$ cat src/board_consts.svh
/* Board input constants
   Joystick chain timing, game reset stretch and status word bit layout */
`ifndef BOARD_CONSTS_SVH
`define BOARD_CONSTS_SVH

// clk_sys cycles per half period of joy_clk
`define JOY_DIV 4

// Chain frame length
// joy1 sits in 31..20, joy2 in 19..8, the sentinel byte in 7..0
`define JOY_FRAME_BITS 32

// Game reset is held this long after the last cause
`define GAME_RST_CYCLES 16

// Status word from the controller
`define ST_DIP_TEST 1
`define ST_DIP_PAUSE 2
`define ST_DIP_FLIP 3

// Low bit of a two bit field
`define ST_FXLEVEL_LO 4

// Sound chip disables where a set bit means off
`define ST_NO_FM 6
`define ST_NO_PSG 7

// Low bit of a two bit field
`define ST_ROTATE_LO 8

`endif

$ cat src/board_pkg.sv
/* Board input types
   Vector widths for joysticks and status plus the chain receiver states */
package board_pkg;

    // One active-low raw joystick from the chain
    // 0 right, 1 left, 2 down, 3 up, 4..9 buttons 1..6, 10 start, 11 coin
    typedef logic [11:0] joy_raw_t;

    // Joystick as the game core sees it, raw bits 9..0
    typedef logic [9:0] game_joy_t;

    // Controller status word
    typedef logic [31:0] status_t;

    // Effects level setting
    typedef logic [1:0] fxlevel_t;

    // Screen rotation setting
    typedef logic [1:0] rotate_t;

    // Whole shift-register frame with bit 31 arriving first
    typedef logic [31:0] joy_frame_t;

    // Chain receiver FSM
    typedef enum logic [1:0] {
        RX_IDLE,    // Gap between frames
        RX_LOAD,    // joy_load low while the chain latches buttons
        RX_SHIFT,   // Clocking bits out of the chain
        RX_DONE     // Frame handed over
    } rx_state_t;

endpackage

$ cat src/joy_if.sv
/* Joystick frame link
   One decoded chain frame passed from the receiver to the mapper */
`timescale 1ns/1ps

interface joy_if;
    import board_pkg::*;

    joy_raw_t joy1;     // Player 1 raw buttons
    joy_raw_t joy2;     // Player 2 raw buttons
    logic frame_stb;    // One cycle per finished frame
    logic frame_err;    // Sentinel mismatch valid with frame_stb

    modport rx (
        output joy1, joy2, frame_stb, frame_err
    );

    modport map (
        input joy1, joy2, frame_stb, frame_err
    );

endinterface

$ cat src/joy_serial_rx.sv
/* Joystick chain receiver
   Clocks a 74HC165 style chain, collects one frame and checks its sentinel */
`timescale 1ns/1ps
`include "board_consts.svh"

module joy_serial_rx (
    input  logic clk_sys,
    input  logic rst_n,
    input  logic joy_data,
    output logic joy_clk,
    output logic joy_load,
    joy_if.rx    jf
);
    import board_pkg::*;

    localparam int DIV_W = $clog2(2 * `JOY_DIV);
    localparam int BIT_W = $clog2(`JOY_FRAME_BITS);
    localparam logic [DIV_W-1:0] HALF_END = DIV_W'(`JOY_DIV - 1);
    localparam logic [DIV_W-1:0] PER_END = DIV_W'(2 * `JOY_DIV - 1);
    localparam logic [BIT_W-1:0] LAST_BIT = BIT_W'(`JOY_FRAME_BITS - 1);
    localparam int J1_LO = `JOY_FRAME_BITS - $bits(joy_raw_t);
    localparam int J2_LO = J1_LO - $bits(joy_raw_t);

    rx_state_t state;
    logic [DIV_W-1:0] div_cnt;  // Position inside a load or bit period
    logic [BIT_W-1:0] bit_cnt;
    joy_frame_t frame;
    logic sample_en;
    logic frame_end;

    // Sample at the rising joy_clk edge before the chain shifts
    assign sample_en = (state == RX_SHIFT) && (div_cnt == HALF_END);
    assign frame_end = (state == RX_SHIFT) && (div_cnt == PER_END) && (bit_cnt == LAST_BIT);

    always_ff @(posedge clk_sys) begin
        if (!rst_n) begin
            state <= RX_IDLE;
            div_cnt <= '0;
            bit_cnt <= '0;
            joy_load <= 1'b1;   // Chain idle while in reset
            joy_clk <= 1'b1;
            jf.frame_stb <= 1'b0;
        end else begin
            jf.frame_stb <= 1'b0;
            case (state)
                RX_IDLE: begin
                    joy_load <= 1'b0;
                    div_cnt <= '0;
                    state <= RX_LOAD;
                end
                RX_LOAD: begin
                    if (div_cnt == PER_END) begin
                        joy_load <= 1'b1;
                        joy_clk <= 1'b0;    // First bit period starts low
                        div_cnt <= '0;
                        bit_cnt <= '0;
                        state <= RX_SHIFT;
                    end else begin
                        div_cnt <= div_cnt + 1'b1;
                    end
                end
                RX_SHIFT: begin
                    div_cnt <= div_cnt + 1'b1;
                    if (div_cnt == HALF_END) begin
                        joy_clk <= 1'b1;
                    end
                    if (div_cnt == PER_END) begin
                        div_cnt <= '0;
                        if (bit_cnt == LAST_BIT) begin
                            jf.frame_stb <= 1'b1;   // joy_clk stays high
                            state <= RX_DONE;
                        end else begin
                            joy_clk <= 1'b0;
                            bit_cnt <= bit_cnt + 1'b1;
                        end
                    end
                end
                RX_DONE: state <= RX_IDLE;
                default: state <= RX_IDLE;
            endcase
        end
    end

    // MSB first into the frame
    always_ff @(posedge clk_sys) begin
        if (sample_en) begin
            frame <= {frame[`JOY_FRAME_BITS-2:0], joy_data};
        end
    end

    // Split the frame and hold it until the next one ends
    always_ff @(posedge clk_sys) begin
        if (frame_end) begin
            jf.joy1 <= frame[J1_LO +: $bits(joy_raw_t)];
            jf.joy2 <= frame[J2_LO +: $bits(joy_raw_t)];
            jf.frame_err <= |frame[J2_LO-1:0];  // Sentinel is tied to zeros
        end
    end

endmodule

$ cat src/ctrl_map.sv
/* Control mapper
   Turns chain frames into game controls and decodes the status word */
`timescale 1ns/1ps
`include "board_consts.svh"

module ctrl_map #(
    parameter bit THREE_BUTTONS = 1'b0,
    parameter bit GAME_INPUTS_ACTIVE_LOW = 1'b1
) (
    input  logic                 clk_sys,
    input  logic                 rst_n,
    joy_if.map                   jf,
    input  board_pkg::status_t   status,
    output board_pkg::game_joy_t game_joystick1,
    output board_pkg::game_joy_t game_joystick2,
    output logic [1:0]           game_coin,
    output logic [1:0]           game_start,
    output logic                 game_service,
    output logic                 game_pause,
    output logic                 enable_fm,
    output logic                 enable_psg,
    output logic                 dip_test,
    output logic                 dip_pause,
    output logic                 dip_flip,
    output board_pkg::fxlevel_t  dip_fxlevel,
    output board_pkg::rotate_t   rotate,
    output logic                 joy_err
);
    import board_pkg::*;

    // Raw joystick bit positions
    localparam int BTN4 = 7;
    localparam int BTN6 = 9;
    localparam int START = 10;
    localparam int COIN = 11;

    // Flip the active-low raw levels when the core wants active high
    localparam game_joy_t JOY_INV = {$bits(game_joy_t){~GAME_INPUTS_ACTIVE_LOW}};
    localparam logic [1:0] PAIR_INV = {2{~GAME_INPUTS_ACTIVE_LOW}};
    localparam logic ONE_INV = ~GAME_INPUTS_ACTIVE_LOW;

    logic frame_ok;
    logic b6_now;
    logic b6_prev;      // Button 6 of player 1 in the last good frame
    logic start1_held;

    assign frame_ok = jf.frame_stb & ~jf.frame_err;
    assign b6_now = ~jf.joy1[BTN6];
    assign start1_held = ~jf.joy1[START];

    function automatic game_joy_t map_joy(input joy_raw_t raw);
        game_joy_t j;
        j = raw[$bits(game_joy_t)-1:0];
        if (THREE_BUTTONS) begin
            j[BTN6:BTN4] = '1;  // Released
        end
        return j ^ JOY_INV;
    endfunction

    always_ff @(posedge clk_sys) begin
        if (!rst_n) begin
            game_joystick1 <= ~JOY_INV;
            game_joystick2 <= ~JOY_INV;
            game_coin <= ~PAIR_INV;
            game_start <= ~PAIR_INV;
            game_service <= ~ONE_INV;
        end else if (frame_ok) begin
            game_joystick1 <= map_joy(jf.joy1);
            game_joystick2 <= map_joy(jf.joy2);
            game_coin <= {jf.joy2[COIN], jf.joy1[COIN]} ^ PAIR_INV;
            game_start <= {jf.joy2[START], jf.joy1[START]} ^ PAIR_INV;
            game_service <= (jf.joy1[COIN] | jf.joy2[COIN]) ^ ONE_INV; // Both coins down
        end
    end

    // Pause toggle on start + button 6 and the sticky error flag
    always_ff @(posedge clk_sys) begin
        if (!rst_n) begin
            game_pause <= 1'b0;
            b6_prev <= 1'b0;
            joy_err <= 1'b0;
        end else begin
            if (jf.frame_stb && jf.frame_err) begin
                joy_err <= 1'b1;
            end
            if (frame_ok) begin
                if (b6_now && !b6_prev && start1_held) begin
                    game_pause <= ~game_pause;
                end
                b6_prev <= b6_now;
            end
        end
    end

    always_ff @(posedge clk_sys) begin
        if (!rst_n) begin
            enable_fm <= 1'b1;
            enable_psg <= 1'b1;
            dip_test <= 1'b0;
            dip_pause <= 1'b0;
            dip_flip <= 1'b0;
            dip_fxlevel <= '0;
            rotate <= '0;
        end else begin
            enable_fm <= ~status[`ST_NO_FM];
            enable_psg <= ~status[`ST_NO_PSG];
            dip_test <= status[`ST_DIP_TEST];
            dip_pause <= status[`ST_DIP_PAUSE];
            dip_flip <= status[`ST_DIP_FLIP];
            dip_fxlevel <= status[`ST_FXLEVEL_LO +: $bits(fxlevel_t)];
            rotate <= status[`ST_ROTATE_LO +: $bits(rotate_t)];
        end
    end

endmodule

$ cat src/game_rst_gen.sv
/* Game reset generator
   Stretches reset requests, downloads and flip changes into one game reset */
`timescale 1ns/1ps
`include "board_consts.svh"

module game_rst_gen (
    input  logic clk_sys,
    input  logic rst_n,
    input  logic rst_req,
    input  logic downloading,
    input  logic dip_flip,
    output logic game_rst,
    output logic game_rst_n
);

    localparam int CNT_W = $clog2(`GAME_RST_CYCLES + 1);
    localparam logic [CNT_W-1:0] STRETCH = CNT_W'(`GAME_RST_CYCLES);

    logic [CNT_W-1:0] cnt;
    logic flip_last;
    logic flip_chg;
    logic cause;

    assign flip_chg = dip_flip ^ flip_last;    // Screen flip needs a fresh start
    assign cause = rst_req | downloading | flip_chg;

    // Plain delay of the flip setting
    always_ff @(posedge clk_sys) begin
        flip_last <= dip_flip;
    end

    always_ff @(posedge clk_sys) begin
        if (!rst_n) begin
            cnt <= STRETCH;
            game_rst <= 1'b1;
        end else begin
            if (cause) begin
                cnt <= STRETCH;     // Restart the stretch
            end else if (cnt != '0) begin
                cnt <= cnt - 1'b1;
            end
            game_rst <= cause || (cnt != '0);
        end
    end

    assign game_rst_n = ~game_rst;

endmodule

$ cat src/board_inputs.sv
/* Board input block
   Joystick chain, control mapping, status decode and game reset */
`timescale 1ns/1ps

module board_inputs #(
    parameter bit THREE_BUTTONS = 1'b0,
    parameter bit GAME_INPUTS_ACTIVE_LOW = 1'b1
) (
    input  logic                 clk_sys,
    input  logic                 rst_n,
    input  board_pkg::status_t   status,
    input  logic                 rst_req,
    input  logic                 downloading,
    // Joystick chain pins
    input  logic                 joy_data,
    output logic                 joy_clk,
    output logic                 joy_load,
    // Game controls
    output board_pkg::game_joy_t game_joystick1,
    output board_pkg::game_joy_t game_joystick2,
    output logic [1:0]           game_coin,
    output logic [1:0]           game_start,
    output logic                 game_service,
    output logic                 game_pause,
    output logic                 joy_err,
    // DIP and OSD settings
    output logic                 enable_fm,
    output logic                 enable_psg,
    output logic                 dip_test,
    output logic                 dip_pause,
    output logic                 dip_flip,     // A change restarts the game
    output board_pkg::fxlevel_t  dip_fxlevel,
    output board_pkg::rotate_t   rotate,
    // Game reset
    output logic                 game_rst,
    output logic                 game_rst_n
);

    joy_if jf();

    joy_serial_rx u_rx (
        .clk_sys  (clk_sys),
        .rst_n    (rst_n),
        .joy_data (joy_data),
        .joy_clk  (joy_clk),
        .joy_load (joy_load),
        .jf       (jf.rx)
    );

    ctrl_map #(
        .THREE_BUTTONS          (THREE_BUTTONS),
        .GAME_INPUTS_ACTIVE_LOW (GAME_INPUTS_ACTIVE_LOW)
    ) u_map (
        .clk_sys        (clk_sys),
        .rst_n          (rst_n),
        .jf             (jf.map),
        .status         (status),
        .game_joystick1 (game_joystick1),
        .game_joystick2 (game_joystick2),
        .game_coin      (game_coin),
        .game_start     (game_start),
        .game_service   (game_service),
        .game_pause     (game_pause),
        .enable_fm      (enable_fm),
        .enable_psg     (enable_psg),
        .dip_test       (dip_test),
        .dip_pause      (dip_pause),
        .dip_flip       (dip_flip),
        .dip_fxlevel    (dip_fxlevel),
        .rotate         (rotate),
        .joy_err        (joy_err)
    );

    game_rst_gen u_rst (
        .clk_sys     (clk_sys),
        .rst_n       (rst_n),
        .rst_req     (rst_req),
        .downloading (downloading),
        .dip_flip    (dip_flip),
        .game_rst    (game_rst),
        .game_rst_n  (game_rst_n)
    );

endmodule

$ cat config.mk
export PLATFORM = sky130hd
export DESIGN_NAME = board_inputs
export DESIGN_NICKNAME = d
export VERILOG_FILES = /design/src/board_pkg.sv /design/src/joy_if.sv /design/src/joy_serial_rx.sv /design/src/ctrl_map.sv /design/src/game_rst_gen.sv /design/src/board_inputs.sv
export VERILOG_INCLUDE_DIRS = /design/src /design/src/src
export SDC_FILE = /design/constraint.sdc
export NUM_CORES = 1
export LEC_CHECK = 0
export ABC_AREA = 0
export BUFFER_PORTS_ARGS = -buffer_cell sky130_fd_sc_hd__buf_2
export CAP_MARGIN = 20
export CORE_AREA = 2 2 103 105
export DETAILED_ROUTE_END_ITERATION = 12
export DIE_AREA = 0 0 105 107
export MAX_ROUTING_LAYER = met4
export SLEW_MARGIN = 40
export SYNTH_ARGS = -nofsm -noshare
export SYNTH_HDL_FRONTEND = slang
export SYNTH_SLANG_ARGS = --single-unit
$ cat constraint.sdc
create_clock -name clk_sys -period 2.4 [get_ports clk_sys]
set_input_delay 0.36 -clock clk_sys [delete_from_list [all_inputs] [get_ports clk_sys]]
set_output_delay 0.36 -clock clk_sys [all_outputs]
set_load 0.03 [all_outputs]
# Yosys cells after proc, flatten, opt, wreduce, memory -nomap -nowiden
# Cells that the tools add are included.
[word_totals] reg_bits=114 in_bits=37 out_inout_bits=40 word_cells=94
[op_classes] n_addsub=3 eq_ne=10 muxes=18 bitwise=13 reduce_logical=22
[ops] cell="$mux W5" n=3
[ops] cell="$pmux W5 S2" n=1
[ops] cell="$not A1 Y1" n=8
[ops] cell="$pmux W2 S4" n=1
[ops] cell="$reduce_or A8 Y1" n=1
[ops] cell="$logic_and A1 B1 Y1" n=6
[ops] cell="$mux W1" n=6
[ops] cell="$mux W2" n=3
[ops] cell="$ne A2 B2 Y1 const B" n=3
[ops] cell="$pmux W3 S2" n=1
[ops] cell="$reduce_and A2 Y1" n=3
[ops] cell="$reduce_and A3 Y1" n=2
[ops] cell="$reduce_bool A2 Y1" n=3
[ops] cell="$add A5 B1 Y5 const B" n=1
[ops] cell="$eq A5 B5 Y1 const B" n=1
[ops] cell="$reduce_bool A5 Y1" n=1
[ops] cell="$sub A5 B1 Y5 const B" n=1
[ops] cell="$eq A2 B2 Y1 const B" n=2
[ops] cell="$pmux W1 S2" n=2
[ops] cell="$reduce_and A4 Y1" n=1
[ops] cell="$reduce_or A2 Y1" n=2
[ops] cell="$add A3 B1 Y3 const B" n=1
[ops] cell="$eq A3 B2 Y1 const B" n=1
[ops] cell="$eq A3 B3 Y1 const B" n=1
[ops] cell="other kinds (9)" n=11

# Logic depth before layout (Yosys ltp)
# Gate-level depths: netlist (run 1).
[logic_depth] ltp_word=5 depth_mapped=6 depth_no_buf=6

# Cells and area by module
# From an unflattened synthesis (run 1), not the netlist that was laid out.
[hier_totals] hier_cells=320 hier_area_um2=4111.4
[modules_own_cells] module="joy_serial_rx" n_inst=1 cells_per_inst=148 area_per_inst_um2=2548.7 seq_area_each_um2=1971.9
[modules_own_cells] module="ctrl_map" n_inst=1 cells_per_inst=141 area_per_inst_um2=1253.7 seq_area_each_um2=740.7
[modules_own_cells] module="game_rst_gen" n_inst=1 cells_per_inst=31 area_per_inst_um2=309.0 seq_area_each_um2=140.1

# Worst setup path before layout (run 1)
# OpenSTA, ideal clock, no wires.
[synth_timing] path_type="register -> register" start="reg u_rx.bit_cnt[0]" end="reg u_rx.bit_cnt[1]" setup_ns=0.117 arrival_ns=1.697 required_ns=2.283 setup_slack_ns=0.585 path_stages_with_launch=7 n_path_buf=0 cell_sequence="dfxtp_1 > ha_1 > and3_1 > ha_1 > and2_4 > or3b_4 > a32o_1"
[synth_via] elab_chain_len=4 elab_cells_between_ends=7 cone_classes="1 x add/sub; 2 x eq/ne; 3 x mux; 1 x reduce/logical"
[synth_rtl] element="start: declaration" line_no="joy_serial_rx.sv:26" source="logic [BIT_W-1:0] bit_cnt;"
[synth_rtl] element="start signal: assignment" line_no="joy_serial_rx.sv:74" source="bit_cnt <= bit_cnt + 1'b1;"
[synth_rtl] element="$add A5 B1 Y5" line_no="joy_serial_rx.sv:74"
[synth_rtl] element="$mux W5" line_no="joy_serial_rx.sv:69" source="if (bit_cnt == LAST_BIT) begin"
[synth_rtl] element="$mux W5" line_no="joy_serial_rx.sv:67" source="if (div_cnt == PER_END) begin"
[synth_rtl] element="$pmux W5 S2" line_no="joy_serial_rx.sv:45" source="case (state)"
# Several ways; a longest one is shown, not always the timed one. The select of a mux whose other input is x is not followed.
# A chain may end at the register's enable or synchronous reset.

# Worst setup path after layout (run 1)
# Same ends and word-level chain as after synthesis.

==> summary.log, run 1 <==
qor: power_and_ir_drop.finalPower 4.88 mW
qor: logic_synthesis.synthesis.instances 305
qor: sta.rsz_0062_raised_after_global_routing no
qor: routing.viasPerCell 4.59
qor: routing.drcViolationCount 0
qor: cells_and_area.insertedDiodeCount 0
qor: sta.period_minus_slack 1.91 ns
qor: sta.timing.final.hold_violations 0
qor: sta.worstMarginPinSlew 0.653 ns
qor: cells_and_area.regArea 0.00285 mm^2
qor: sta.max-slew-margin-rel 56.3%
qor: grt.first_global_vias 2366
qor: die.core-area 0.0101 mm^2
qor: grt.grt_start_max_net_pins 34
qor: routing.finalWirelength 6.71 mm
qor: cts.cts.repair_timing.setup_buffer_count 0
qor: cells_and_area.share_of_the_core_filled_with_cells_in_the_final_layout 49.3%
qor: cells_and_area.final.fill_count 922
qor: die.initial_utilization 39.1%
qor: die.fp.dieW 105 um
qor: critical_path.crit_chain ha_1, and3_1, ha_1, and2_4, or3b_4, a32o_1
qor: logic_synthesis.post_synth.cell_area_avg 12.9 um^2
qor: routing.routed-via-count 2388
qor: placed_design.globalplace.congestion 0.683
qor: sta.final-max-slew-violation-count 0
qor: cts.hold_buffers 2
qor: cts.deepest_clock_path_buffer_count 2
qor: grt.antenna_found_initial 0
qor: flow_run.max-cap-violations 0
qor: min_path.holdCritPathClass input pin to flip-flop
qor: sta.finalClockSkew 0.0112 ns
qor: logic_synthesis.synthDistinctLibCells 41
qor: critical_path.cp_data_arrival_time 2.29 ns
qor: cells_and_area.area_delta_synth_final 25.9%
qor: critical_path.cpMostUsedCell sky130_fd_sc_hd__ha_1
qor: sta.clock.fmax 525 MHz
qor: logic_synthesis.synth_area 0.00395 mm^2
qor: cells_and_area.final_net_count 419
qor: cts.tritoncts done
qor: cells_and_area.multi_input_gate_area 0.00102 mm^2
qor: grt.grt_first_pass_wirelength 11.3 mm
qor: logic_synthesis.part_of_the_yosys_area_used_for_sequential_elements 72.2%
qor: cts.cts-resized-gates 0
qor: logic_synthesis.fraction_of_post_synthesis_cell_area_in_the_top_cell_type_by_area 43.3%
qor: sta.period_share 79.4%
qor: grt.grt.total_usage 13.3%
qor: routing.postRouteAntennaNets 0
qor: cells_and_area.layout_common_cells sky130_fd_sc_hd__nand2_1 (57), sky130_fd_sc_hd__dfxtp_1 (57), sky130_fd_sc_hd__edfxtp_1 (57), sky130_fd_sc_hd__buf_2 (53), sky130_fd_sc_hd__nand3_1 (24)
qor: cts.path_clk_slew 0.06 ns
qor: die.die_height 107 um
qor: logic_synthesis.synth_nets 353
qor: placed_design.dp.final_hpwl 4.04 mm
qor: cells_and_area.final_layout_size_suffix_gt1_share 25.3%
qor: die.count_of_boundary_i_o_pins 77
qor: cts.number_of_levels_in_the_clock_h_tree 4
qor: run_status.outcome finished clean
qor: routing.drt-initial-drc-count 137
qor: die.floorplan.die_area 0.0112 mm^2
qor: cts.clock_sinks 114
qor: logic_synthesis.synth_top_area_cell sky130_fd_sc_hd__edfxtp_1
qor: critical_path.critical-path-max-stage-delay 0.38 ns
qor: logic_synthesis.synth_area_leaders sky130_fd_sc_hd__edfxtp_1 (43%), sky130_fd_sc_hd__dfxtp_1 (29%), sky130_fd_sc_hd__nand2_1 (5.4%)
qor: sta.tns 0 ns
qor: critical_path.cp-end-kind flip-flop
qor: power_and_ir_drop.static-leakage-power 1.97 nW
qor: routing.wl_per_cell 12.9 um
qor: sta.setup_viol 0
qor: grt.grt_overflow_total 0
qor: critical_path.critical-path-slowest-cell sky130_fd_sc_hd__or3b_4
qor: critical_path.worst_setup_path_start_kind flip-flop
qor: critical_path.setup.worst_path.class flip-flop to flip-flop
qor: logic_synthesis.number_of_synthesized_register_bits 114
qor: placed_design.placement.io_buffers 53
qor: routing.detail_route.first_pass.iterations 6
qor: cts.worstSkewPairLatency 0.50 ns
qor: die.rows 37
qor: power_and_ir_drop.ir_drop_worst_case_vdd 0.392 mV
qor: logic_synthesis.synth.yosys.warnings 0
qor: cts.numCtsBuffers 17
qor: critical_path.worstPathMaxFanout 5
qor: cts.clockRootBuffer sky130_fd_sc_hd__clkbuf_8
qor: power_and_ir_drop.power.density_cell_area 981 mW/mm^2
qor: critical_path.required 2.79 ns
## logic make-up after synthesis
group | synth area share, %
and+or+nand+nor | 17.1
DFF | 72.2
AOI/OAI and AO/OA | 3.74
buffers and inverters | 2.06
adders and majority gates | 3.49
xor gates and xnor gates | 0.887
muxes | 0.507
## registers in the layout, summed over array words and instances (netlist names), 2 cells and up
register              flops
u_rx.frame               32
u_rx.jf.joy1             12
u_rx.jf.joy2             12
u_map.game_joystick1     10
u_map.game_joystick2     10
u_rst.cnt                 5
u_rx.bit_cnt              5
u_rx.div_cnt              3
u_map.dip_fxlevel         2
u_map.game_coin           2
u_map.game_start          2
u_map.rotate              2
u_rx.state                2
## Yosys cell counts (all sizes together)
cell type,instances
edfxtp,57
or3,1
nor3b,2
nor2,7
and2,11
o211a,1
a31o,1
o22ai,1
ha,11
buf,6
nor4,3
and3,3
nor4b,3
or3b,1
a21o,1
or4,2
nor4bb,1
xnor2,4
o31ai,2
a211oi,1
clkbuf,7
o21a,1
nor3,4
nand2b,3
nor2b,8
nand3,24
inv,6
a21oi,8
dfxtp,57
nand2,57
nand4,2
o21ai,5
a32o,2
mux2i,2
## critical path: cells and delay by family, from the launching register on
| kind | cells | cell delay (ns) |
|---|---|---|
| AO/OA/AOI/OAI | 1 | 0.26 |
| adder cells (fa/ha/maj) | 2 | 0.43 |
| flip-flops | 1 | 0.33 |
| AND/OR/NAND/NOR | 3 | 0.78 |
## report_power, final
group	switching (mW)	internal [mW]	total (mW)
combinational	0.173	0.138	0.311
clock	0.952	1.51	2.46
sequential	0.0312	2.07	2.10
## layout make-up
class	instances	share of cell area [%]
clock buffer	17	8.33
clock inverter	15	3.47
inverter	6	0.453
multi-input combinational	172	20.5
sequential	114	57.4
tap	136	3.42
timing repair buffer	60	6.49
## through the flow
step	hold slack, ns	setup WS, ns	instances	instance area, um^2
floorplan	0.400	0.585	305	3950
global placement	0.376	0.508	486	4370
detailed placement	0.377	0.503	486	4370
CTS	0.00758	0.493	520	4970
global route	0.0163	0.397	520	4970
finish	0.0317	0.494	520	4970
## layer usage
metal / global-route usage (%) / vias to the layer above / wire (um)
li1: - / 1200 / -
met5: - / - / 0
met4: 6.00 / 0 / 71
met2: 20.5 / 38 / 3230
met1: 16.1 / 1143 / 3160
met3: 4.44 / 7 / 248
## worst paths after layout
check	endpoint	from	cells past startpoint	slack, ns
setup / recovery	u_rx.bit_cnt[1]$_SDFFE_PN0P_	u_rx.bit_cnt[0]$_SDFFE_PN0P_	6	0.49
hold / removal	u_rx.frame[0]$_DFFE_PP_	joy_data	1	0.03
setup reg to reg	u_rx.bit_cnt[1]$_SDFFE_PN0P_	u_rx.bit_cnt[0]$_SDFFE_PN0P_	6	0.49
hold reg to reg	u_rst.flip_last$_DFF_P_	u_map.dip_flip$_SDFF_PN0_	0	0.38
Power figures use the tool's default switching activity.
==> run 2: changes to the inputs <==
clock period = 1.78 ns   (was 2.4 ns; I/O delays follow)
==> summary.log, run 2 (same netlist as run 1, synthesis figures left out) <==
qor: grt.grt_start_max_net_pins 33
qor: power_and_ir_drop.static-leakage-power 2.07 nW
qor: cells_and_area.insertedDiodeCount 0
qor: sta.finalClockSkew 0.00884 ns
qor: sta.worstMarginPinSlew 0.414 ns
qor: cells_and_area.share_of_the_core_filled_with_cells_in_the_final_layout 52.0%
qor: cts.tritoncts done
qor: critical_path.timing.critical_path.from u_rx.bit_cnt[1]$_SDFFE_PN0P_
qor: cells_and_area.layout_common_cells sky130_fd_sc_hd__nand2_1 (57), sky130_fd_sc_hd__edfxtp_1 (57), sky130_fd_sc_hd__dfxtp_1 (55), sky130_fd_sc_hd__buf_2 (53), sky130_fd_sc_hd__nand3_1 (24)
qor: run_status.outcome finished clean
qor: critical_path.worstPathMaxFanout 5
qor: power_and_ir_drop.finalPower 7.01 mW
qor: critical_path.required 2.18 ns
qor: routing.drt-initial-drc-count 112
qor: sta.max-slew-margin-rel 72.3%
qor: sta.setup_viol 0
qor: cells_and_area.final_net_count 435
qor: die.initial_utilization 39.1%
qor: sta.period_share 98.4%
qor: routing.viasPerCell 4.62
qor: sta.period_minus_slack 1.75 ns
qor: cells_and_area.leading_registers_by_flop_count u_rx.frame: 32 flops, u_rx.jf.joy1: 12 flops, u_rx.jf.joy2: 12 flops
qor: cts.cts.repair_timing.setup_buffer_count 0
qor: die.die_height 107 um
qor: routing.drcViolationCount 0
qor: cells_and_area.design_area 0.00524 mm^2
qor: grt.antenna_found_initial 0
qor: cells_and_area.final_layout_size_suffix_gt1_share 26.8%
qor: routing.routed-via-count 2476
qor: cts.numCtsBuffers 17
qor: cells_and_area.largest_reg_flops 32
qor: grt.grt_first_pass_wirelength 11.2 mm
qor: die.fp.dieW 105 um
qor: routing.wl_per_cell 12.5 um
qor: cts.clockRootBuffer sky130_fd_sc_hd__clkbuf_8
qor: min_path.hold_start rst_n
qor: die.core-area 0.0101 mm^2
qor: critical_path.setup.worst_path.class flip-flop to flip-flop
qor: cts.number_of_levels_in_the_clock_h_tree 4
qor: routing.detail_route.first_pass.iterations 4
qor: critical_path.rr_startpoint u_rx.bit_cnt[1]$_SDFFE_PN0P_
qor: critical_path.cp_data_arrival_time 2.15 ns
qor: placed_design.place_area 0.00444 mm^2
qor: grt.grt.total_usage 13.4%
qor: placed_design.globalplace.congestion 0.727
qor: critical_path.worst_setup_path_start_kind flip-flop
qor: cells_and_area.area_delta_synth_final 32.8%
qor: power_and_ir_drop.power.density_cell_area 1340 mW/mm^2
qor: cells_and_area.top_register u_rx.frame
qor: cells_and_area.final.fill_count 893
qor: sta.clock.fmax 571 MHz
qor: cts.worstSkewPairLatency 0.52 ns
qor: routing.postRouteAntennaNets 0
qor: cts.path_clk_slew 0.05 ns
qor: placed_design.placement.io_buffers 53
qor: routing.finalWirelength 6.70 mm
qor: die.count_of_boundary_i_o_pins 77
qor: flow_run.max-cap-violations 0
qor: sta.final-max-slew-violation-count 0
qor: die.floorplan.die_area 0.0112 mm^2
qor: placed_design.dp.final_hpwl 4.15 mm
qor: critical_path.cp-end-kind flip-flop
qor: die.rows 37
qor: grt.grt_overflow_total 0
qor: power_and_ir_drop.ir_drop_worst_case_vdd 0.579 mV
qor: sta.timing.final.hold_violations 0
qor: min_path.holdCritPathClass input pin to flip-flop
qor: sta.rsz_0062_raised_after_global_routing no
qor: cts.deepest_clock_path_buffer_count 2
qor: cts.clock_sinks 114
qor: grt.first_global_vias 2375
-- run 2: cell types whose count changed in the layout (fill, tap and decap cells not counted), moves of 3 or more --
| cell | delta |
|---|---|
| sky130_fd_sc_hd__bufinv_16 | +4 |
| sky130_fd_sc_hd__buf_4 | +4 |
| sky130_fd_sc_hd__dlygate4sd3_1 | +10 |
| sky130_fd_sc_hd__inv_6 | -3 |
| sky130_fd_sc_hd__ha_1 | -3 |
-- run 2: per-layer routing --
layer / global-route usage [%] / share of wire (%)
met5: - / 0
met4: 6.19 / 2.2
met3: 6.02 / 5.3
met2: 20.5 / 48
met1: 15.2 / 44
-- run 2: path summary, 6_finish.rpt --
path / endpoint / slack, ns / cells past startpoint
min reg2reg: u_rst.flip_last$_DFF_P_ / 0.39 / 0
min: u_map.game_joystick2[8]$_SDFFE_PN1P_ / 0.06 / 2
max reg2reg: u_rx.bit_cnt[4]$_SDFFE_PN0P_ / 0.03 / 6
max: u_rx.bit_cnt[4]$_SDFFE_PN0P_ / 0.03 / 6
-- run 2: what timing repair did --
action                     4_1_cts  5_1_grt
resized for setup                2        4
hold endpoints to repair        11        0
hold buffers                    12        0
pin swaps                        1        2
setup endpoints to repair        2        2
-- run 2: through the flow --
step / hold WS, ns / cells / setup TNS [ns] / worst slack (ns)
4_1_cts: 0.0396 / 536 / 0 / 0.00901
3_3_place_gp: 0.376 / 492 / 0 / 0.0168
2_1_floorplan: 0.337 / 305 / 0 / 0.0132
5_1_grt: 0.0683 / 536 / 0 / 0.00884
3_5_place_dp: 0.381 / 492 / -0.0344 / -0.0194
6_report: 0.0638 / 536 / 0 / 0.0285
-- run 2: power by group --
| part | internal (mW) | switching, mW | leakage [nW] |
|---|---|---|---|
| registers | 2.80 | 0.0431 | 0.980 |
| clock network | 2.55 | 1.16 | 0.313 |
| logic | 0.212 | 0.245 | 0.780 |
-- run 2: worst max-delay path, cell delays in order, from the launching register on --
cell and delay (ns):
sky130_fd_sc_hd__dfxtp_2 0.34, sky130_fd_sc_hd__ha_4 0.16, sky130_fd_sc_hd__and3_4 0.18, sky130_fd_sc_hd__ha_4 0.15
sky130_fd_sc_hd__and2_4 0.16, sky130_fd_sc_hd__or3b_4 0.41, sky130_fd_sc_hd__a32o_1 0.23
-- run 2: cell type report --
cell class              instances  area, um^2  area share [%]
multi-input cells             172        1050            20.0
well taps                     136         170            3.25
clock buffers                  18         418            7.97
inverters                       6        22.5           0.429
flip-flops and latches        114        2860            54.5
clock inverters                14         235            4.49
repair buffers                 76         493            9.40
